### src/scope_cfg_pkg.sv
// all timing counts are CLOCK_50 cycles; capture_depth must stay within a 9-bit buffer index
package scope_cfg_pkg;

  // ==========================================================================
  // data path widths
  // ==========================================================================
  localparam int adc_width       = 12;   // parallel adc resolution
  localparam int host_data_width = 16;   // host buffer word
  localparam int mbox_width      = 32;   // host mailbox word
  localparam int period_width    = 18;   // sample period counter

  // samples per capture, one host buffer fill
  localparam int capture_depth = 405;

  // ==========================================================================
  // conversion timing, counted from the start of each sample period
  // ==========================================================================
  localparam logic [period_width-1:0] hold_low_cycles = 18'd142;  // hold_n low below this
  localparam logic [period_width-1:0] convt_start     = 18'd20;   // convt rises after this
  localparam logic [period_width-1:0] convt_end       = 18'd162;  // convt falls here

  // period in force until the mailbox has been read once
  localparam logic [period_width-1:0] default_period = 18'd199;

  // ==========================================================================
  // host mailbox
  // ==========================================================================
  localparam logic [3:0] mbox_addr_period  = 4'd1;  // word holding the sample period
  localparam logic [3:0] mbox_addr_trigger = 4'd2;  // word holding the trigger word

  // trigger word with every bit set, capture without waiting for a crossing
  localparam logic [15:0] trigger_free_run = 16'hffff;

  // cycles between two mailbox read pairs
  localparam int config_refresh = 1024;

endpackage
### src/scope_types_pkg.sv
// widths derive from scope_cfg_pkg; the two mailbox views overlay the same 32-bit word
package scope_types_pkg;

  // one adc sample, natural bit order
  typedef logic [scope_cfg_pkg::adc_width-1:0] sample_t;

  // index into the capture buffer and the host buffer
  typedef logic [$clog2(scope_cfg_pkg::capture_depth)-1:0] buf_addr_t;

  typedef logic [scope_cfg_pkg::host_data_width-1:0] host_word_t;  // host memory word
  typedef logic [3:0] mbox_addr_t;                                 // 16-word mailbox
  typedef logic [scope_cfg_pkg::period_width-1:0] period_t;        // last count of a period

  // ==========================================================================
  // mailbox word, read either as a sample period or as a trigger word
  // ==========================================================================
  typedef union packed {
    struct packed {
      logic [scope_cfg_pkg::mbox_width-scope_cfg_pkg::period_width-1:0] pad;  // unused
      period_t                                                         period;
    } period_view;
    struct packed {
      logic [scope_cfg_pkg::mbox_width-17:0] pad;      // unused upper half
      logic [15:0]                           trigger;  // low bits carry the level
    } trigger_view;
  } mbox_word_u;

endpackage

### src/config_reader.sv
// mailbox read data must arrive one cycle after the address; values refresh every 1024 cycles
module config_reader (
  input  logic                        CLOCK_50,
  input  logic                        hps_fpga_reset_n,
  output scope_types_pkg::mbox_addr_t mbox_addr,
  input  scope_types_pkg::mbox_word_u mbox_rdata,
  output scope_types_pkg::period_t    sample_period,
  output logic [15:0]                 trigger_word
);

  logic [$clog2(scope_cfg_pkg::config_refresh)-1:0] refresh_cnt;
  logic                                             refresh_tick;  // start of a read pair
  logic [2:0]                                       rd_seq;        // one-hot read steps

  assign refresh_tick = (int'(refresh_cnt) == scope_cfg_pkg::config_refresh - 1);

  // ==========================================================================
  // refresh timer and read sequencer
  // ==========================================================================
  // rd_seq[0]  address = period word
  // rd_seq[1]  address = trigger word, rdata = period word
  // rd_seq[2]  rdata = trigger word
  always_ff @(posedge CLOCK_50 or negedge hps_fpga_reset_n) begin
    if (!hps_fpga_reset_n) begin
      refresh_cnt <= '0;
      rd_seq      <= '0;
      mbox_addr   <= scope_cfg_pkg::mbox_addr_period;
    end else begin
      if (refresh_tick) begin
        refresh_cnt <= '0;
      end else begin
        refresh_cnt <= refresh_cnt + 1'b1;
      end
      rd_seq <= {rd_seq[1:0], refresh_tick};
      if (refresh_tick) begin
        mbox_addr <= scope_cfg_pkg::mbox_addr_period;
      end else if (rd_seq[0]) begin
        mbox_addr <= scope_cfg_pkg::mbox_addr_trigger;  // next word right behind
      end
    end
  end

  // decoded settings, held between refreshes
  always_ff @(posedge CLOCK_50 or negedge hps_fpga_reset_n) begin
    if (!hps_fpga_reset_n) begin
      sample_period <= scope_cfg_pkg::default_period;
      trigger_word  <= scope_cfg_pkg::trigger_free_run;  // free run until told otherwise
    end else begin
      if (rd_seq[1]) begin
        sample_period <= mbox_rdata.period_view.period;
      end
      if (rd_seq[2]) begin
        trigger_word <= mbox_rdata.trigger_view.trigger;
      end
    end
  end

endmodule

### config.mk
export PLATFORM = sky130hd
export DESIGN_NAME = config_reader
export DESIGN_NICKNAME = d
export VERILOG_FILES = /design/src/scope_cfg_pkg.sv /design/src/scope_types_pkg.sv /design/src/config_reader.sv
export SDC_FILE = /design/constraint.sdc
export NUM_CORES = 1
export LEC_CHECK = 0
export BUFFER_PORTS_ARGS = -buffer_cell sky130_fd_sc_hd__clkbuf_2
export CAP_MARGIN = 20
export CELL_PAD_IN_SITES_DETAIL_PLACEMENT = 0
export CELL_PAD_IN_SITES_GLOBAL_PLACEMENT = 1
export CORE_MARGIN = 10
export CORE_UTILIZATION = 36
export CTS_BUF_LIST = sky130_fd_sc_hd__clkbuf_8
export DETAILED_ROUTE_END_ITERATION = 16
export GPL_ROUTABILITY_DRIVEN = 1
export PLACE_DENSITY_LB_ADDON = 0.1
export SETUP_SLACK_MARGIN = 0.4
export SLEW_MARGIN = 20
export SYNTH_ARGS = -nofsm -noshare
export SYNTH_HDL_FRONTEND = slang
export SYNTH_SLANG_ARGS = --single-unit
### constraint.sdc
create_clock -name CLOCK_50 -period 1.3 [get_ports CLOCK_50]
set_input_delay 0.195 -clock CLOCK_50 [delete_from_list [all_inputs] [get_ports CLOCK_50]]
set_output_delay 0.195 -clock CLOCK_50 [all_outputs]
set_load 0.005 [all_outputs]
==> out/metrics.csv <==
metric,value,unit
Total GRT Usage,10.7,%
worst path cell trace,nand4_1 > or3_1 > a21oi_1,
number of antenna violations at the first check in global routing,0,
"Setup violations, final",0,
# fillers,456,
CP Max Fanout,4,
worst hold endpoint,sample_period[16]$_DFFE_PN0P_,
Syn Area/Cell,15.5,µm²
final instance area,2980,µm²
status,"finished, final reports clean",
vias in the first global route,1348,
First DRT Iteration DRCs,54,
pwr/cell area,837,nW/µm²
min-delay worst type,input pin to flip-flop,
Ys Warns,0,
CTS root buf,clkbuf_8,
max-slew violation count,0,
antenna-violating nets left,0,
worst r2r src,refresh_cnt[7]$_DFF_PN0_,
Synth Flop Type,dfrtp_1,
hold path start,mbox_rdata[16],
Total Wirelength,4.66,mm
HPWL after DPL,2.91,mm
sequential area share after synthesis,65.4,%
Core Rows,26,
Post-DP Area,2400,µm²
crit share post-route,94.5,%
"EDFF count, synth",0,
Synth Cell Area,1920,µm²
Final nets,256,
Register Area,1250,µm²
number of synthesized register bits,49,
IR Drop Worst-Case VDD,0.000570,V
"commonest non-fill, non-tap cell in the layout",clkbuf_2,
classification of the worst setup path,flip-flop to flip-flop,
max incr delay on CP,410,ps
routed vias/inst,4.53,
Reg2Reg Setup Slack,70,ps
CTS max path bufs,2,
post-synthesis async set-or-reset flop share,100,%
die area,8650,µm²
Clock Pin Slew Worst Setup and Hold Paths,100,ps
CTS tree,built,
WL/cell,16.0,µm
share of layout cells above drive strength 1,78.4,%
worst flop-to-flop path endpoint,refresh_cnt[9]$_DFF_PN0_,
reg2reg path depth,3,
Crit. End Element,flip-flop,
Placer Congestion,0.705,
num ports,72,
Netlist cell types,28,
crit start category,flip-flop,
grt ovf,0,
DRC,0,
Area Growth Syn to Fin,55.4,%
Worst Skew,15.8,ps
clk_lat worst skew,310,ps
post-layout minimum cycle time,1230,ps
H-tree levels,2,
CTS sink cnt,49,
endpoints failing hold,0,
CP arrival,1460,ps
chip width,93.0,µm
area occupied by multi-input gates,736,µm²
I/O Buffers,55,
core box area,5140,µm²
Starting Density,37.3,%
Final Power,2.50,mW
RSZ-0062 raised after global routing,yes,
Inserted Clock Buffers,5,
most frequent cells in the layout,"clkbuf_2, dfrtp_1, buf_4, buf_6, dfstp_2",
setup TNS,0,ps
CP max stage cell,dfrtp_1,
synthesized instance count,124,
Crit. Startpoint,refresh_cnt[7]$_DFF_PN0_,
Hold Path Cell Cnt,2,
maxcap violations,0,
first-pass GRT wire length,7.25,mm
die span in y,93.0,µm
diodes inserted,0,
worst path required time,1530,ps
detailed-router iteration count before antenna repair,4,
leakage power,1.45,nW
via count,1323,
pin count of the biggest net entering global routing,50,
Fmax achieved,814,MHz
[critical path, delay by kind of cell, from the launching register on]
kind / cells / cell delay [ps]
AO/OA/AOI/OAI: 1 / 140
flip-flops: 1 / 410
AND/OR/NAND/NOR: 2 / 610
[stage by stage]
stage                     hold slack, ps  worst slack, ps  util, %  cells
after global routing                 103             12.1     58.0    292
after CTS                           99.4             71.8     53.5    279
after global placement               197             92.6     46.7    250
after detailed placement             204             46.5     46.7    250
final                                109             71.4     58.0    292
after floorplan                     -101             94.3        -    125
[synthesized netlist by cell type, drive strengths merged (2+ instances only)]
library cell,instances,area [µm²]
a21oi,3,18.8
buf,5,30.0
dfrtp,27,676
dfstp,22,578
inv,3,11.3
mux2,34,383
nand2,3,11.3
nand3,3,27.5
nand4,2,12.5
nor2,4,15.0
or3,2,13.8
xnor2,3,26.3
xor2,2,17.5
[routing by layer]
metal | part of all wire [%] | track usage [%] | vias to the layer above
met5 | 0 | 0 | -
met4 | 1.1 | 3.08 | 0
met3 | 5.5 | 4.00 | 6
met2 | 54 | 19.0 | 28
met1 | 40 | 11.6 | 671
li1 | - | - | 618
[worst max path at each step]
stage,to,cells past startpoint,slack (ps)
floorplan,refresh_cnt[7]$_DFF_PN0_,3,90
global route,refresh_cnt[9]$_DFF_PN0_,3,10
detailed placement,refresh_cnt[9]$_DFF_PN0_,3,50
global placement,refresh_cnt[9]$_DFF_PN0_,3,90
CTS,refresh_cnt[9]$_DFF_PN0_,3,70
finish,refresh_cnt[9]$_DFF_PN0_,3,70
[area by class of cell]
type                    count  share of cell area [%]
clock buffers               5                    2.31
clock inverters             3                   0.713
inverters                   3                   0.462
multi-input cells          67                    24.7
flip-flops and latches     49                    42.1
well taps                  70                    2.94
repair buffers             95                    26.8
[state kept, by name, indices dropped and copies added (netlist names)]
signal         cells
sample_period     18
trigger_word      16
refresh_cnt       10
rd_seq             3
mbox_addr          2
[repair_timing]
| item | CTS | global route |
|---|---|---|
| buffers inserted | 17 | 13 |
| hold buffers | 1 | 0 |
| pin swaps | 5 | 4 |
| gates cloned | 3 | 0 |
| gates resized for setup | 16 | 34 |
| setup endpoints to repair | 80 | 83 |
| endpoints found under the hold margin | 27 | 0 |
[report_power, final]
group / leakage [nW] / total [mW] / internal (mW) / switching, mW
logic: 0.814 / 0.0736 / 0.0300 / 0.0436
registers: 0.588 / 1.53 / 1.53 / 0
clock network: 0.0445 / 0.896 / 0.382 / 0.513
[kinds of logic after synthesis]
family                     share of synthesized area (%)
adders and majority gates                          0.652
AOI/OAI and AO/OA                                   2.48
and+or+nand+nor                                     6.72
xor gates and xnor gates                            2.28
muxes                                               20.0
other                                              0.196
buffers and inverters                               2.35
DFF                                                 65.4
Power figures use the tool's default switching activity.
