**src/scope_cfg_pkg.sv**
```systemverilog
// all timing counts are CLOCK_50 cycles; capture_depth must stay within a 9-bit buffer index
package scope_cfg_pkg;

  // ==========================================================================
  // data path widths
  // ==========================================================================
  localparam int adc_width       = 12;   // parallel adc resolution
  localparam int host_data_width = 16;   // host buffer word
  localparam int mbox_width      = 32;   // host mailbox word
  localparam int period_width    = 18;   // sample period counter

  // samples per capture, one host buffer fill
  localparam int capture_depth = 405;

  // ==========================================================================
  // conversion timing, counted from the start of each sample period
  // ==========================================================================
  localparam logic [period_width-1:0] hold_low_cycles = 18'd142;  // hold_n low below this
  localparam logic [period_width-1:0] convt_start     = 18'd20;   // convt rises after this
  localparam logic [period_width-1:0] convt_end       = 18'd162;  // convt falls here

  // period in force until the mailbox has been read once
  localparam logic [period_width-1:0] default_period = 18'd199;

  // ==========================================================================
  // host mailbox
  // ==========================================================================
  localparam logic [3:0] mbox_addr_period  = 4'd1;  // word holding the sample period
  localparam logic [3:0] mbox_addr_trigger = 4'd2;  // word holding the trigger word

  // trigger word with every bit set, capture without waiting for a crossing
  localparam logic [15:0] trigger_free_run = 16'hffff;

  // cycles between two mailbox read pairs
  localparam int config_refresh = 1024;

endpackage
```
**src/scope_types_pkg.sv**
```systemverilog
// widths derive from scope_cfg_pkg; the two mailbox views overlay the same 32-bit word
package scope_types_pkg;

  // one adc sample, natural bit order
  typedef logic [scope_cfg_pkg::adc_width-1:0] sample_t;

  // index into the capture buffer and the host buffer
  typedef logic [$clog2(scope_cfg_pkg::capture_depth)-1:0] buf_addr_t;

  typedef logic [scope_cfg_pkg::host_data_width-1:0] host_word_t;  // host memory word
  typedef logic [3:0] mbox_addr_t;                                 // 16-word mailbox
  typedef logic [scope_cfg_pkg::period_width-1:0] period_t;        // last count of a period

  // ==========================================================================
  // mailbox word, read either as a sample period or as a trigger word
  // ==========================================================================
  typedef union packed {
    struct packed {
      logic [scope_cfg_pkg::mbox_width-scope_cfg_pkg::period_width-1:0] pad;  // unused
      period_t                                                         period;
    } period_view;
    struct packed {
      logic [scope_cfg_pkg::mbox_width-17:0] pad;      // unused upper half
      logic [15:0]                           trigger;  // low bits carry the level
    } trigger_view;
  } mbox_word_u;

endpackage

```
**src/host_copy.sv**
```systemverilog
// capture_done while host_reading is high is dropped; a started copy always runs to the end
module host_copy (
  input  logic                          CLOCK_50,
  input  logic                          hps_fpga_reset_n,
  input  logic                          capture_done,
  input  logic                          host_reading,  // host owns the buffer
  output scope_types_pkg::buf_addr_t    buf_rd_addr,
  input  scope_types_pkg::sample_t      buf_rd_data,
  output scope_types_pkg::buf_addr_t    host_addr,
  output logic                          host_write,
  output scope_types_pkg::host_word_t   host_wdata,
  output logic                          host_busy
);

  logic fetching;   // read address walking the buffer
  logic start;
  logic last_rd;    // final buffer index issued this cycle

  assign start   = capture_done && !host_reading && !fetching;
  assign last_rd = (buf_rd_addr ==
                    scope_types_pkg::buf_addr_t'(scope_cfg_pkg::capture_depth - 1));

  // ==========================================================================
  // copy sequencer, read one step ahead of the write
  // ==========================================================================
  always_ff @(posedge CLOCK_50 or negedge hps_fpga_reset_n) begin
    if (!hps_fpga_reset_n) begin
      fetching    <= 1'b0;
      buf_rd_addr <= '0;
      host_write  <= 1'b0;
      host_addr   <= '0;
    end else begin
      if (start) begin
        fetching    <= 1'b1;
        buf_rd_addr <= '0;
      end else if (fetching) begin
        if (last_rd) begin
          fetching <= 1'b0;
        end else begin
          buf_rd_addr <= buf_rd_addr + 1'b1;
        end
      end
      host_write <= fetching;     // data for this index is out next cycle
      host_addr  <= buf_rd_addr;
    end
  end

  // widen the sample, upper bits zero
  assign host_wdata = {{(scope_cfg_pkg::host_data_width - scope_cfg_pkg::adc_width){1'b0}},
                       buf_rd_data};
  assign host_busy  = host_write;

endmodule

```
**config.mk**
```make
export PLATFORM = sky130hd
export DESIGN_NAME = host_copy
export DESIGN_NICKNAME = d
export VERILOG_FILES = /design/src/scope_cfg_pkg.sv /design/src/scope_types_pkg.sv /design/src/host_copy.sv
export SDC_FILE = /design/constraint.sdc
export NUM_CORES = 1
export LEC_CHECK = 0
export BUFFER_PORTS_ARGS = -buffer_cell sky130_fd_sc_hd__clkbuf_2
export CAP_MARGIN = 20
export CORE_UTILIZATION = 38
export DETAILED_ROUTE_END_ITERATION = 8
export PLACE_DENSITY_LB_ADDON = 0.1
export SYNTH_ARGS = -nofsm -noshare
export SYNTH_HDL_FRONTEND = slang
export SYNTH_SLANG_ARGS = --single-unit
export TNS_END_PERCENT = 50
```
**constraint.sdc**
```tcl
create_clock -name CLOCK_50 -period 1.6 [get_ports CLOCK_50]
set_clock_uncertainty 0.15 [all_clocks]
set_input_delay 0.16 -clock CLOCK_50 [delete_from_list [all_inputs] [get_ports CLOCK_50]]
set_output_delay 0.16 -clock CLOCK_50 [all_outputs]
set_load 0.005 [all_outputs]
```
==> summary.log <==
[worst_setup_path] startpoint type of the worst setup path flop
[logic_synthesis] summed instance area of the synthesized netlist 889.6 sq um
[route] antenna violation net count after detailed routing 0
[route] Total Wirelength 1616 um
[pwr] total power 2.001 mW
[timing] final setup violation count 1
[route] routed via count 636
[worst_setup_path] chain of cells forming the critical path inv_2 > ha_4 > nor4bb_4 > nand4_1 > and3_1 > a31o_1
[clocking] worst-case clock buffer depth 2
[floorplanning] die width 50.39 um
[worst_setup_path] cell type of the slowest stage on the worst timing path sky130_fd_sc_hd__dfrtp_1
[logic_synthesis] sequential fraction of the synthesis area 0.5626
[floorplanning] count of boundary I/O pins 52
[route] count of TritonRoute iterations in the first routing pass 4
[outcome] violations in the final reports setup timing
[global_route] initial antenna violation count 0
[timing] highest clock rate 603.0 MHz
[outcome] status complete, but fails checks
[worst_setup_path] worst setup path class reg2reg
[floorplanning] FP Rows 17
[pwr] power per cell area 1916 mW/mm^2
[floorplanning] y dimension of the die 50.39 um
[timing] setup repair after global routing missed its margin yes
[cells_and_area] number of antenna diodes 0
[route] detailed-route wire length per cell 12.63 um
[clocking] clock-pin slew on the worst setup and hold paths 0.10 ns
[worst_setup_path] element type at the critical path end flop
[timing] time the worst path needs with I/O delays and setup 1.658 ns
[place] Placer Congestion 0.7515
[timing] total count of max-transition violations in the final report 0
[cells_and_area] fraction of final layout cells sized beyond drive strength 1 0.4300
[cells_and_area] synth-to-layout area growth 17.44%
[place] cell area after placement 960.9 sq um
[clocking] clock buffers created by TritonCTS 3
[pwr] maximum vdd ir drop 0.7509 mV
[route] DRC viols 0
[clocking] # H-tree levels 1
[worst_setup_path] data arrival time of the worst path 1.70 ns
[logic_synthesis] register bit count reported by yosys 20
[cells_and_area] finished layout cell area 0.001045 sq mm
[route] mean number of vias per cell 4.969
[global_route] final global-route overflow total 0
[place] DP Wirelength 1160 um
[worst_setup_path] Buffers & Inverters on Critical Path 1
[route] Detailed Route Iter0 Violations 2
[global_route] number of global-route vias before repair 565
[logic_synthesis] number of distinct library cells after synthesis 25
[timing] Setup TNS Final -0.05829 ns
[floorplanning] area enclosed by the die boundary 0.002539 sq mm
[clocking] TritonCTS clock tree done
[global_route] pin count of the biggest net entering global routing 21
[worst_setup_path] delay of the slowest critical-path stage 0.40 ns
[global_route] wire length of the first global-routing pass 2601 um
[worst_setup_path] Reg2Reg Depth 6
[worst_setup_path] Worst Path Max Fanout 4
[timing] endpoints failing hold 0
[hold_path] Cells on Worst Hold Path 4
[pwr] static leakage power 0.4963 nW
[worst_setup_path] Worst Path Required 1.64 ns
[timing] worst-case setup margin in the final layout -0.05829 ns
[logic_synthesis] syn_area_per_cell 10.98 sq um
[hold_path] type of the worst min-delay path in2reg
[clocking] cell at the root of the clock tree sky130_fd_sc_hd__clkbuf_4
[place] number of buffer cells added on primary ports 23
[clocking] sinks on the clock net 20
[floorplanning] Initial Util 0.4021
[timing] Period Utilization, post-route 1.036
[global_route] Overall Global Routing Usage 0.1407
[worst_setup_path] Levels on crit path 6
[floorplanning] area of the core region 0.002212 sq mm
[cells_and_area] nets@finish 120
[flow_run] number of maximum-capacitance violations 0
[logic_synthesis] Mapped Cells 81
[worst_setup_path] kind of cell adding the most delay to the critical path simple AND/OR/NAND/NOR gates
[logic_synthesis] count of warnings emitted by yosys 0
[clocking] clock network latency to the later pin of the worst-skew pair 0.29 ns
## cell type report
class | count | area (sq um)
Timing Repair Buffer | 30 | 170.2
Fill cell | 229 | 1167
Multi-Input combinational cell | 45 | 309.0
Sequential cell | 20 | 500.5
Clock buffer | 3 | 22.52
Inverter | 2 | 7.507
Tap cell | 28 | 35.03
## routing by layer
layer,track usage,vias up,routed length (um)
met3,0.01818,11,82
li1,-,296,-
met5,0,-,0
met1,0.1773,300,708
met2,0.2133,29,749
met4,0.1157,0,76
## worst paths after layout
kind / slack, ns / from / to
setup / recovery: -0.06 / buf_rd_addr[1]$_DFFE_PN0P_ / buf_rd_addr[1]$_DFFE_PN0P_
hold / removal: 0.11 / capture_done / buf_rd_addr[6]$_DFFE_PN0P_
setup reg to reg: -0.06 / buf_rd_addr[1]$_DFFE_PN0P_ / buf_rd_addr[1]$_DFFE_PN0P_
hold reg to reg: 0.33 / buf_rd_addr[5]$_DFFE_PN0P_ / host_addr[5]$_DFF_PN0_
max in group asynchronous: 0.78 / hps_fpga_reset_n / buf_rd_addr[2]$_DFFE_PN0P_
min in group asynchronous: 0.19 / hps_fpga_reset_n / buf_rd_addr[8]$_DFFE_PN0P_
## logic make-up after synthesis
family                   count (synthesis)  synth area share
other                                    1          0.004215
buffers and inverters                   19            0.1519
AND/OR/NAND/NOR                         26            0.1533
flip-flops                              20            0.5626
XOR/XNOR                                 2           0.01969
AO/OA/AOI/OAI                           10           0.06892
multiplexers                             1           0.01125
adder cells (fa/ha/maj)                  2           0.02812
## layout by cell type (no fill, tap or decap), drive strengths merged
cell type    instances
a21oi                3
o211ai               1
and3                 3
dfrtp               20
buf                  6
mux2i                1
dlygate4sd3          1
conb                 4
nor4bb               1
nand3b               1
or3                  1
o21ai                3
xor2                 2
nor2b                1
clkbuf              26
or2                  1
ha                   2
nand4                3
nand2                8
o31ai                1
a31o                 1
nand3                2
inv                  2
a211oi               1
nand2b               1
nor2                 4
## flip-flops by register name (all words and copies together) (netlist names)
register,flops
buf_rd_addr,9
fetching,1
host_addr,9
host_busy,1
## cell usage after synthesis
cell type / number / area, sq um
sky130_fd_sc_hd__a31o_1: 1 / 8.760
sky130_fd_sc_hd__nand2_1: 8 / 30.03
sky130_fd_sc_hd__or3_1: 1 / 6.260
sky130_fd_sc_hd__and3_1: 2 / 12.51
sky130_fd_sc_hd__nand4_1: 3 / 18.77
sky130_fd_sc_hd__nor4bb_1: 1 / 10.01
sky130_fd_sc_hd__o31ai_1: 1 / 7.510
sky130_fd_sc_hd__or2_2: 1 / 6.260
sky130_fd_sc_hd__conb_1: 1 / 3.750
sky130_fd_sc_hd__o211ai_1: 1 / 7.510
sky130_fd_sc_hd__and3_2: 1 / 7.510
sky130_fd_sc_hd__nand3b_1: 1 / 7.510
sky130_fd_sc_hd__dfrtp_1: 20 / 500.5
sky130_fd_sc_hd__mux2i_1: 1 / 10.01
sky130_fd_sc_hd__a21oi_1: 3 / 15.01
sky130_fd_sc_hd__ha_1: 2 / 25.02
sky130_fd_sc_hd__inv_1: 2 / 7.510
sky130_fd_sc_hd__nor2_1: 4 / 15.01
sky130_fd_sc_hd__nor2b_1: 1 / 6.260
sky130_fd_sc_hd__a211oi_1: 1 / 7.510
sky130_fd_sc_hd__nand3_1: 2 / 10.01
sky130_fd_sc_hd__xor2_1: 2 / 17.52
sky130_fd_sc_hd__nand2b_1: 1 / 6.260
sky130_fd_sc_hd__o21ai_0: 3 / 15.01
sky130_fd_sc_hd__buf_4: 17 / 127.6
## worst reg2reg max path, delay by kind of cell (launching register included)
| kind | cells | cell delay, ns |
|---|---|---|
| flip-flops | 1 | 0.40 |
| buffers and inverters | 1 | 0.07 |
| AO/OA/AOI/OAI | 1 | 0.17 |
| adder cells (fa/ha/maj) | 1 | 0.12 |
| AND/OR/NAND/NOR | 3 | 0.65 |
## power breakdown
group,switching (mW),internal (mW),leakage (nW)
Combinational,0.383,0.450,0.246
Sequential,0.195,0.744,0.236
Clock,0.142,0.0877,0.0138
## timing repair
item / CTS / global route
hold endpoints to repair: 20 / 0
hold buffers: 1 / 0
pin swaps: 1 / 3
endpoints found under the setup margin: 2 / 7
setup buffers: 1 / 0
resized for setup: 0 / 11
## per-stage QoR
stage / hold WS, ns / cells / setup WS, ns / util
global route: 0.1328 / 128 / -0.1193 / 0.4723
detailed placement: 0.002519 / 123 / -0.02678 / 0.4344
floorplan: -0.2856 / 84 / 0.008251 / -
CTS: 0.1020 / 128 / -0.02510 / 0.4525
finish: 0.1128 / 128 / -0.05829 / 0.4723
global placement: -0.007069 / 123 / 0.04060 / 0.4344
Power figures use the tool's default switching activity.
