### src/scope_cfg_pkg.sv
// all timing counts are CLOCK_50 cycles; capture_depth must stay within a 9-bit buffer index
package scope_cfg_pkg;

  // ==========================================================================
  // data path widths
  // ==========================================================================
  localparam int adc_width       = 12;   // parallel adc resolution
  localparam int host_data_width = 16;   // host buffer word
  localparam int mbox_width      = 32;   // host mailbox word
  localparam int period_width    = 18;   // sample period counter

  // samples per capture, one host buffer fill
  localparam int capture_depth = 405;

  // ==========================================================================
  // conversion timing, counted from the start of each sample period
  // ==========================================================================
  localparam logic [period_width-1:0] hold_low_cycles = 18'd142;  // hold_n low below this
  localparam logic [period_width-1:0] convt_start     = 18'd20;   // convt rises after this
  localparam logic [period_width-1:0] convt_end       = 18'd162;  // convt falls here

  // period in force until the mailbox has been read once
  localparam logic [period_width-1:0] default_period = 18'd199;

  // ==========================================================================
  // host mailbox
  // ==========================================================================
  localparam logic [3:0] mbox_addr_period  = 4'd1;  // word holding the sample period
  localparam logic [3:0] mbox_addr_trigger = 4'd2;  // word holding the trigger word

  // trigger word with every bit set, capture without waiting for a crossing
  localparam logic [15:0] trigger_free_run = 16'hffff;

  // cycles between two mailbox read pairs
  localparam int config_refresh = 1024;

endpackage
### src/scope_types_pkg.sv
// widths derive from scope_cfg_pkg; the two mailbox views overlay the same 32-bit word
package scope_types_pkg;

  // one adc sample, natural bit order
  typedef logic [scope_cfg_pkg::adc_width-1:0] sample_t;

  // index into the capture buffer and the host buffer
  typedef logic [$clog2(scope_cfg_pkg::capture_depth)-1:0] buf_addr_t;

  typedef logic [scope_cfg_pkg::host_data_width-1:0] host_word_t;  // host memory word
  typedef logic [3:0] mbox_addr_t;                                 // 16-word mailbox
  typedef logic [scope_cfg_pkg::period_width-1:0] period_t;        // last count of a period

  // ==========================================================================
  // mailbox word, read either as a sample period or as a trigger word
  // ==========================================================================
  typedef union packed {
    struct packed {
      logic [scope_cfg_pkg::mbox_width-scope_cfg_pkg::period_width-1:0] pad;  // unused
      period_t                                                         period;
    } period_view;
    struct packed {
      logic [scope_cfg_pkg::mbox_width-17:0] pad;      // unused upper half
      logic [15:0]                           trigger;  // low bits carry the level
    } trigger_view;
  } mbox_word_u;

endpackage

### src/adc_sampler.sv
// adc bus must hold still while convt is high; a period shorter than convt_end cuts convt short
module adc_sampler (
  input  logic                                CLOCK_50,
  input  logic                                hps_fpga_reset_n,
  input  scope_types_pkg::period_t            sample_period,  // last count of a period
  input  logic [scope_cfg_pkg::adc_width-1:0] adc_bus,        // as wired, bit-reversed
  output logic                                hold_n,
  output logic                                convt,
  output scope_types_pkg::sample_t            sample,
  output logic                                sample_valid
);

  scope_types_pkg::period_t conv_cnt;    // position inside the sample period
  scope_types_pkg::sample_t bus_rev;     // adc bus put back in natural order
  logic                     convt_next;  // convt for the coming cycle
  logic                     convt_fall;  // edge where convt drops, conversion finished

  // board routes adc bit 0 to the top pin
  always_comb begin
    for (int i = 0; i < scope_cfg_pkg::adc_width; i++) begin
      bus_rev[i] = adc_bus[scope_cfg_pkg::adc_width-1-i];
    end
  end

  assign convt_next = (conv_cnt > scope_cfg_pkg::convt_start) &&
                      (conv_cnt < scope_cfg_pkg::convt_end);   // 141 cycles wide
  assign convt_fall = convt && !convt_next;

  // ==========================================================================
  // period counter and strobe shaping
  // ==========================================================================
  always_ff @(posedge CLOCK_50 or negedge hps_fpga_reset_n) begin
    if (!hps_fpga_reset_n) begin
      conv_cnt     <= '0;
      hold_n       <= 1'b0;  // count restarts at 0, so hold is asserted
      convt        <= 1'b0;
      sample_valid <= 1'b0;
    end else begin
      // >= so a period lowered mid-count wraps at once
      if (conv_cnt >= sample_period) begin
        conv_cnt <= '0;
      end else begin
        conv_cnt <= conv_cnt + 1'b1;
      end
      hold_n       <= (conv_cnt >= scope_cfg_pkg::hold_low_cycles);  // 142 cycles low
      convt        <= convt_next;
      sample_valid <= convt_fall;  // one cycle after the latch edge
    end
  end

  // result latch, taken on the convt falling edge
  always_ff @(posedge CLOCK_50) begin
    if (convt_fall) begin
      sample <= bus_rev;
    end
  end

endmodule

### config.mk
export PLATFORM = sky130hd
export DESIGN_NAME = adc_sampler
export DESIGN_NICKNAME = d
export VERILOG_FILES = /design/src/scope_cfg_pkg.sv /design/src/scope_types_pkg.sv /design/src/adc_sampler.sv
export SDC_FILE = /design/constraint.sdc
export NUM_CORES = 1
export LEC_CHECK = 0
export BUFFER_PORTS_ARGS = -buffer_cell sky130_fd_sc_hd__buf_2
export CORE_MARGIN = 2
export CORE_UTILIZATION = 30
export CTS_BUF_LIST = sky130_fd_sc_hd__clkbuf_4
export CTS_CLUSTER_SIZE = 25
export DETAILED_ROUTE_END_ITERATION = 8
export HOLD_SLACK_MARGIN = 0.05
export SLEW_MARGIN = 40
export SYNTH_ARGS = -nofsm -noshare
export SYNTH_HDL_FRONTEND = slang
export SYNTH_SLANG_ARGS = --single-unit
### constraint.sdc
create_clock -name CLOCK_50 -period 2.71 [get_ports CLOCK_50]
set_input_delay 0.4065 -clock CLOCK_50 [delete_from_list [all_inputs] [get_ports CLOCK_50]]
set_output_delay 0.4065 -clock CLOCK_50 [all_outputs]
set_load 0.02 [all_outputs]
==> impl_metrics.csv, run 1 <==
group,metric,value,unit
drt,avgRoutedWirePerCell,12.00,um
synth,synth.distinct_cells,32,
worst_setup_path,required,2.97,ns
cells_and_area,nFillCells,604,
clocking,cts_max_path_buffers,2,
die,die_h,82.96,um
drt,post-route-drc-count,0,
drt,num_vias,1401,
cells_and_area,multi_input_area,860.8,um^2
hold_path,hold_start,"adc_bus[2]",
pwr,power.total,0.001549,W
drt,wirelength,3.708,mm
worst_setup_path,crit_start,"conv_cnt[0]$_DFF_PN0_",
drt,drt_iter0_markers,44,
drt,drtAntennaViolNets,0,
die,die_w,82.96,um
pwr,p_per_area,684.0,mW/mm^2
synth,synth_cells,182,
grt,gr-total-overflow,0,
die,core,0.005991,mm^2
sta,drv_slew,0,
sta,setup_viol,0,
sta,max_freq,504.7,MHz
grt,grt_max_degree,22,
pwr,seq_power_share,0.475,
sta,finalHoldViolations,0,
clocking,cts_setup_buffers,0,
sta,fin_ws,0.7287,ns
clocking,cts_resized,0,
cells_and_area,finalNetCount,285,
placement,post-place-ws,0.6640,ns
worst_setup_path,critPathCapture,"conv_cnt[7]$_DFF_PN0_",
grt,track_usage,0.1185,
pwr,p_leak,1.134,nW
grt,first_global_vias,1496,
cells_and_area,n_antenna_cell,0,
clocking,ctsHtreeMaxLevel,2,
worst_setup_path,crit_chain,"inv_1 -> ha_1 -> nand2b_1 -> a21o_1 -> a31oi_1 -> nand4_4 -> nor2_1",
cells_and_area,drive_gt1_frac,0.2607,
die,start_util,0.3122,
outcome,status,"complete, no violations",
synth,ys_seq_area_frac,0.4736,
synth,synth_seq_cells,33,
synth,avgSynthCellArea,10.28,um^2
die,fp.dieArea,0.006882,mm^2
worst_setup_path,critical_path_class,"register to register",
pwr,sw_frac_of_total,0.3378,
die,rows,28,
hold_path,min_path_type,"input pin to register",
pwr,combinationalPowerShare,0.288,
sta,slew_headroom,0.6801,
die,ios,47,
synth,synth.cell_area,0.001871,mm^2
pwr,intPower,0.001026,W
synth,syn_nets,234,
cells_and_area,seq_area,885.9,um^2
clocking,cts-root-buf,"clkbuf_4",
placement,numPortBuffers,46,
placement,routabilityCongestion,0.7561,
sta,timing.hold.ws,0.2448,ns
worst_setup_path,reg2reg_depth,7,
pwr,clkPwrFrac,0.238,
drt,via_per_inst,4.534,
worst_setup_path,r2r_setup_slack,0.73,ns
sta,worst_pin_slew,0.4798,ns
clocking,clkLatencyLatePin,0.33,ns
grt,antenna_found_initial,0,
clocking,hold_buffers,1,
drt,drt_pre_antenna_iters,4,
clocking,cts_tree,"done",
sta,setup_tns,0,ns
worst_setup_path,endpoint_kind,"register",
sta,timing.final.crit_share,0.7311,
cells_and_area,area_growth,21.07,%
placement,hpwl,2.895,mm
worst_setup_path,worstSetupStartpointType,"register",
pwr,irDropWorstVdd,0.3736,mV
pwr,power_switching,0.0005233,W
worst_setup_path,timing.rr.start,"conv_cnt[0]$_DFF_PN0_",
worst_setup_path,max_stage_delay,0.45,ns
worst_setup_path,cp_data_arrival_time,2.24,ns
worst_setup_path,cp_max_fo,18,
run,drv_cap,0,
worst_setup_path,cp_slowest_cell,"dfrtp_1",
synth,yosysWarnings,0,
sta,rsz0062_at_grt,"no",
sta,finalCriticalPeriod,1.981,ns
clocking,numCtsBuffers,5,
worst_setup_path,r2r-end,"conv_cnt[7]$_DFF_PN0_",
clocking,clock_sinks,33,
grt,grt_pass1_wl,6.665,mm
sta,skew,0.004196,ns
clocking,path_clk_slew,0.10,ns
-- final cells by class --
class / count / area share
Timing Repair Buffer: 50 / 0.1160
Inverter: 22 / 0.03646
Multi-Input combinational cell: 121 / 0.3801
Tap cell: 75 / 0.04144
Clock inverter: 2 / 0.01492
Sequential cell: 33 / 0.3912
Clock buffer: 6 / 0.01989
-- flip-flops by register name, indices dropped and copies added, names as in the netlist --
register and cells:
sample 12, sample_valid 1, hold_n 1, convt 1, conv_cnt 18
-- routing by layer --
layer / track usage / share of wire / vias up
met4: 0.03577 / 0.015 / 0
met3: 0.03181 / 0.038 / 8
met5: 0 / 0 / -
met1: 0.1498 / 0.49 / 646
met2: 0.1979 / 0.46 / 29
li1: - / - / 718
-- cell usage in the layout (no fill, tap or decap), drive strengths merged --
cell type    synthesis  layout
a211oi               2       2
a21o                 1       1
a21oi                6       6
a221oi               1       1
a311oi               1       1
a31oi                1       1
and2                 2       2
and3                 3       3
and4                 1       1
buf                  5      49
bufinv               0       1
clkbuf               1       6
clkinv               0       1
dfrtp               21      21
dlygate4sd3          0       1
edfxtp              12      12
ha                  20      20
inv                 22      22
nand2               12      12
nand2b               2       2
nand3                7       7
nand4                7       7
nor2                25      25
nor2b                2       2
nor4                 5       5
o21a                 1       1
o21ai                5       5
o21bai               1       1
xnor2                4       4
xor2                12      12
-- power groups by stage --
stage,sequential [W],combinational [W],clock (W)
finish,0.000735,0.000446,0.000368
global route,0.000757,0.000501,0.000403
CTS,0.000738,0.000454,0.000380
detailed placement,0.000750,0.000450,0
global placement,0.000744,0.000447,0
floorplan,0.000804,0.000227,0
-- logic make-up (layout without fill, tap and decap cells) --
logic type / count (synthesis) / in the layout / share of synthesized area
XOR/XNOR: 16 / 16 / 0.07491
flip-flops: 33 / 33 / 0.4736
AO/OA/AOI/OAI: 19 / 19 / 0.06555
buffers and inverters: 28 / 80 / 0.06622
adder cells (fa/ha/maj): 20 / 20 / 0.1338
AND/OR/NAND/NOR: 66 / 66 / 0.1859
-- how the worst min path moves through the flow --
stage / endpoint / slack, ns / cells after the start
after detailed placement: conv_cnt[17]$_DFF_PN0_ / 0.41 / 1
after floorplan: conv_cnt[0]$_DFF_PN0_ / 0.11 / 0
after CTS: sample[10]$_DFFE_PP_ / 0.23 / 1
after global routing: sample[9]$_DFFE_PP_ / 0.21 / 1
after global placement: conv_cnt[17]$_DFF_PN0_ / 0.39 / 1
final: sample[9]$_DFFE_PP_ / 0.24 / 1
-- worst max-delay path: cells and delay by family (launching register included) --
family	cells	cell delay, ns
and+or+nand+nor	3	0.64
AOI/OAI and AO/OA	2	0.45
buffers and inverters	1	0.09
DFF	1	0.45
adders and majority gates	1	0.27
-- metrics by stage --
step                      area [um^2]  instances  utilization
after floorplan                  1871        182            -
after global routing             2265        309       0.3780
after CTS                        2265        309       0.3780
final                            2265        309       0.3780
after detailed placement         2176        300       0.3632
after global placement           2176        300       0.3632
-- cells in the mapped netlist --
cell	n	area (um^2)
nand4_2	1	12.51
a311oi_1	1	8.760
o21ai_0	5	25.02
nand2b_1	2	12.51
nor4_1	3	18.77
ha_1	20	250.2
nand2_1	12	45.04
nand4_4	1	21.27
o21bai_1	1	7.510
buf_2	2	10.01
nand4_1	5	31.28
dfrtp_1	21	525.5
o21a_1	1	7.510
and2_1	2	12.51
inv_1	22	82.58
xnor2_1	4	35.03
a211oi_1	2	15.01
a221oi_2	1	15.01
nand3_1	7	35.03
a31oi_1	1	6.260
a21o_1	1	7.510
clkbuf_2	1	5.000
a21oi_1	6	30.03
buf_4	2	15.01
xor2_1	12	105.1
and4_1	1	8.760
edfxtp_1	12	360.4
buf_6	1	11.26
nor4_2	2	25.02
nor2b_1	2	12.51
and3_1	3	18.77
nor2_1	25	93.84
Power figures use the tool's default switching activity.
==> inputs of run 2 (changes only) <==
==> constraint.sdc (replaced) <==
create_clock -name CLOCK_50 -period 1.75 [get_ports CLOCK_50]
set_input_delay 0.2625 -clock CLOCK_50 [delete_from_list [all_inputs] [get_ports CLOCK_50]]
set_output_delay 0.2625 -clock CLOCK_50 [all_outputs]
set_load 0.02 [all_outputs]
==> impl_metrics.csv, run 2 (synthesis gave the netlist of run 1 again) <==
group,metric,value,unit
cells_and_area,regMostFlops,"conv_cnt",
drt,via_per_inst,4.526,
drt,drtAntennaViolNets,0,
die,rows,28,
worst_setup_path,worstSetupStartpointType,"register",
drt,dr_wl_met3,125,um
hold_path,min_path_type,"input pin to register",
pwr,power_switching,0.0008740,W
cells_and_area,finalNetCount,307,
cells_and_area,final_cell_mix,"buf_2, nor2_1, buf_4, dfrtp_1, inv_1",
cells_and_area,fin_util,0.4221,
run,drv_cap,0,
worst_setup_path,critical_path_class,"register to register",
grt,grt_pass1_wl,6.713,mm
worst_setup_path,cp_data_arrival_time,2.01,ns
die,die_w,82.96,um
sta,max_freq,558.1,MHz
worst_setup_path,cp_slowest_cell,"dfrtp_1",
die,ios,47,
worst_setup_path,critPathCapture,"conv_cnt[17]$_DFF_PN0_",
drt,drt_pre_antenna_iters,4,
sta,setup_viol,18,
placement,hpwl,2.956,mm
grt,gr-total-overflow,0,
drt,wl_met1,1.810,mm
grt,antenna_found_initial,0,
sta,skew,0.009714,ns
clocking,cts_tree,"done",
grt,grt_max_degree,22,
sta,rsz0062_at_grt,"yes",
sta,finalHoldViolations,0,
cells_and_area,area_growth,35.18,%
clocking,cts_max_path_buffers,2,
clocking,clkLatencyLatePin,0.33,ns
drt,num_vias,1498,
pwr,clkPwrFrac,0.220,
pwr,combinationalPowerShare,0.353,
pwr,irDropWorstVdd,0.6967,mV
drt,wirelength,3.965,mm
sta,timing.hold.ws,0.1092,ns
worst_setup_path,crit_chain,"ha_4 -> nand4_1 -> nor4_4 -> a31oi_2 -> nand4_4 -> buf_12 -> nor2_1",
die,start_util,0.3122,
sta,drv_slew,0,
die,fp.dieArea,0.006882,mm^2
worst_setup_path,cp_max_fo,18,
clocking,clock_sinks,33,
cells_and_area,n_antenna_cell,0,
sta,fin_ws,-0.04188,ns
pwr,p_leak,1.281,nW
clocking,cts-root-buf,"clkbuf_4",
clocking,ctsHtreeMaxLevel,2,
clocking,numCtsBuffers,5,
die,core,0.005991,mm^2
outcome,violations,"negative setup slack",
outcome,status,"finished, violations left",
cells_and_area,largest_reg_flops,18,
worst_setup_path,max_stage_delay,0.43,ns
drt,wl_met2,1.998,mm
placement,numPortBuffers,46,
placement,post-place-ws,-0.1211,ns
cells_and_area,layout_commonest_cell,"buf_2",
clocking,path_clk_slew,0.10,ns
pwr,power.total,0.002580,W
die,die_h,82.96,um
sta,worst_pin_slew,0.4871,ns
worst_setup_path,required,1.97,ns
cells_and_area,reg_top3,"conv_cnt (18), sample (12)",
pwr,intPower,0.001706,W
sta,slew_headroom,0.6753,
grt,track_usage,0.1200,
cells_and_area,nFillCells,577,
drt,post-route-drc-count,0,
pwr,sw_frac_of_total,0.3388,
cells_and_area,drive_gt1_frac,0.3633,
grt,first_global_vias,1476,
worst_setup_path,crit_start,"conv_cnt[11]$_DFF_PN0_",
placement,routabilityCongestion,0.8090,
pwr,p_per_area,1020,mW/mm^2
worst_setup_path,r2r-end,"conv_cnt[17]$_DFF_PN0_",
worst_setup_path,timing.rr.start,"conv_cnt[11]$_DFF_PN0_",
pwr,seq_power_share,0.428,
worst_setup_path,endpoint_kind,"register",
drt,highest_layer,"met4",
drt,avgRoutedWirePerCell,11.98,um
worst_setup_path,reg2reg_depth,7,
worst_setup_path,r2r_setup_slack,-0.04,ns
drt,drt_iter0_markers,50,
sta,finalCriticalPeriod,1.792,ns
sta,timing.final.crit_share,1.024,
[run 2: layout make-up]
type                       count  area (um^2)  area share
inverter                      22        82.58     0.03266
multi-input combinational    121        939.7      0.3716
clock buffer                   6        45.04     0.01781
clock inverter                 2        33.78     0.01336
timing repair buffer          72        447.9      0.1771
sequential                    33        885.9      0.3503
tap                           75        93.84     0.03711
[run 2: worst min path at each step]
stage                     start  slack [ns]               endpoint  cells after the start
6_report            adc_bus[10]        0.11    sample[1]$_DFFE_PP_                      1
3_3_place_gp   hps_fpga_reset_n        0.24       hold_n$_DFF_PN0_                      1
2_1_floorplan  hps_fpga_reset_n       -0.03  conv_cnt[0]$_DFF_PN0_                      0
5_1_grt              adc_bus[1]        0.08   sample[10]$_DFFE_PP_                      1
4_1_cts             adc_bus[10]        0.09    sample[1]$_DFFE_PP_                      1
3_5_place_dp   hps_fpga_reset_n        0.25  conv_cnt[5]$_DFF_PN0_                      1
[run 2: per-layer routing]
metal  global-route usage  vias to the layer above
met5                    0                        -
met4              0.02683                        0
met3              0.02883                        4
met2               0.2082                       24
met1               0.1512                      706
li1                     -                      764
[run 2: through the flow]
stage	TNS, ns	cell area, um^2	std cells
after floorplan	0	1878	182
after global placement	-1.857	2311	317
after detailed placement	-2.750	2311	317
after CTS	-0.1672	2447	329
after global routing	-2.902	2529	331
final	-0.5875	2529	331
[run 2: power groups by stage]
stage	Sequential [W]	Combinational, W	Clock (W)
after global routing	0.00112	0.00101	0.000611
final	0.00110	0.000910	0.000567
after CTS	0.00110	0.000866	0.000585
after global placement	0.00111	0.000806	0
after detailed placement	0.00111	0.000816	0
after floorplan	0.00124	0.000374	0
[run 2: timing repair]
action | CTS | global route
pin swaps | 1 | 5
resized for setup | 2 | 14
endpoints found under the setup margin | 30 | 31
hold buffers | 1 | 0
hold endpoints to repair | 21 | 0
setup buffers | 3 | 2
[run 2: critical path, delay by kind of cell, from the launching register on]
kind / cells / cell delay (ns)
AND/OR/NAND/NOR: 4 / 0.67
flip-flops: 1 / 0.43
adder cells (fa/ha/maj): 1 / 0.28
AO/OA/AOI/OAI: 1 / 0.16
buffers and inverters: 1 / 0.15
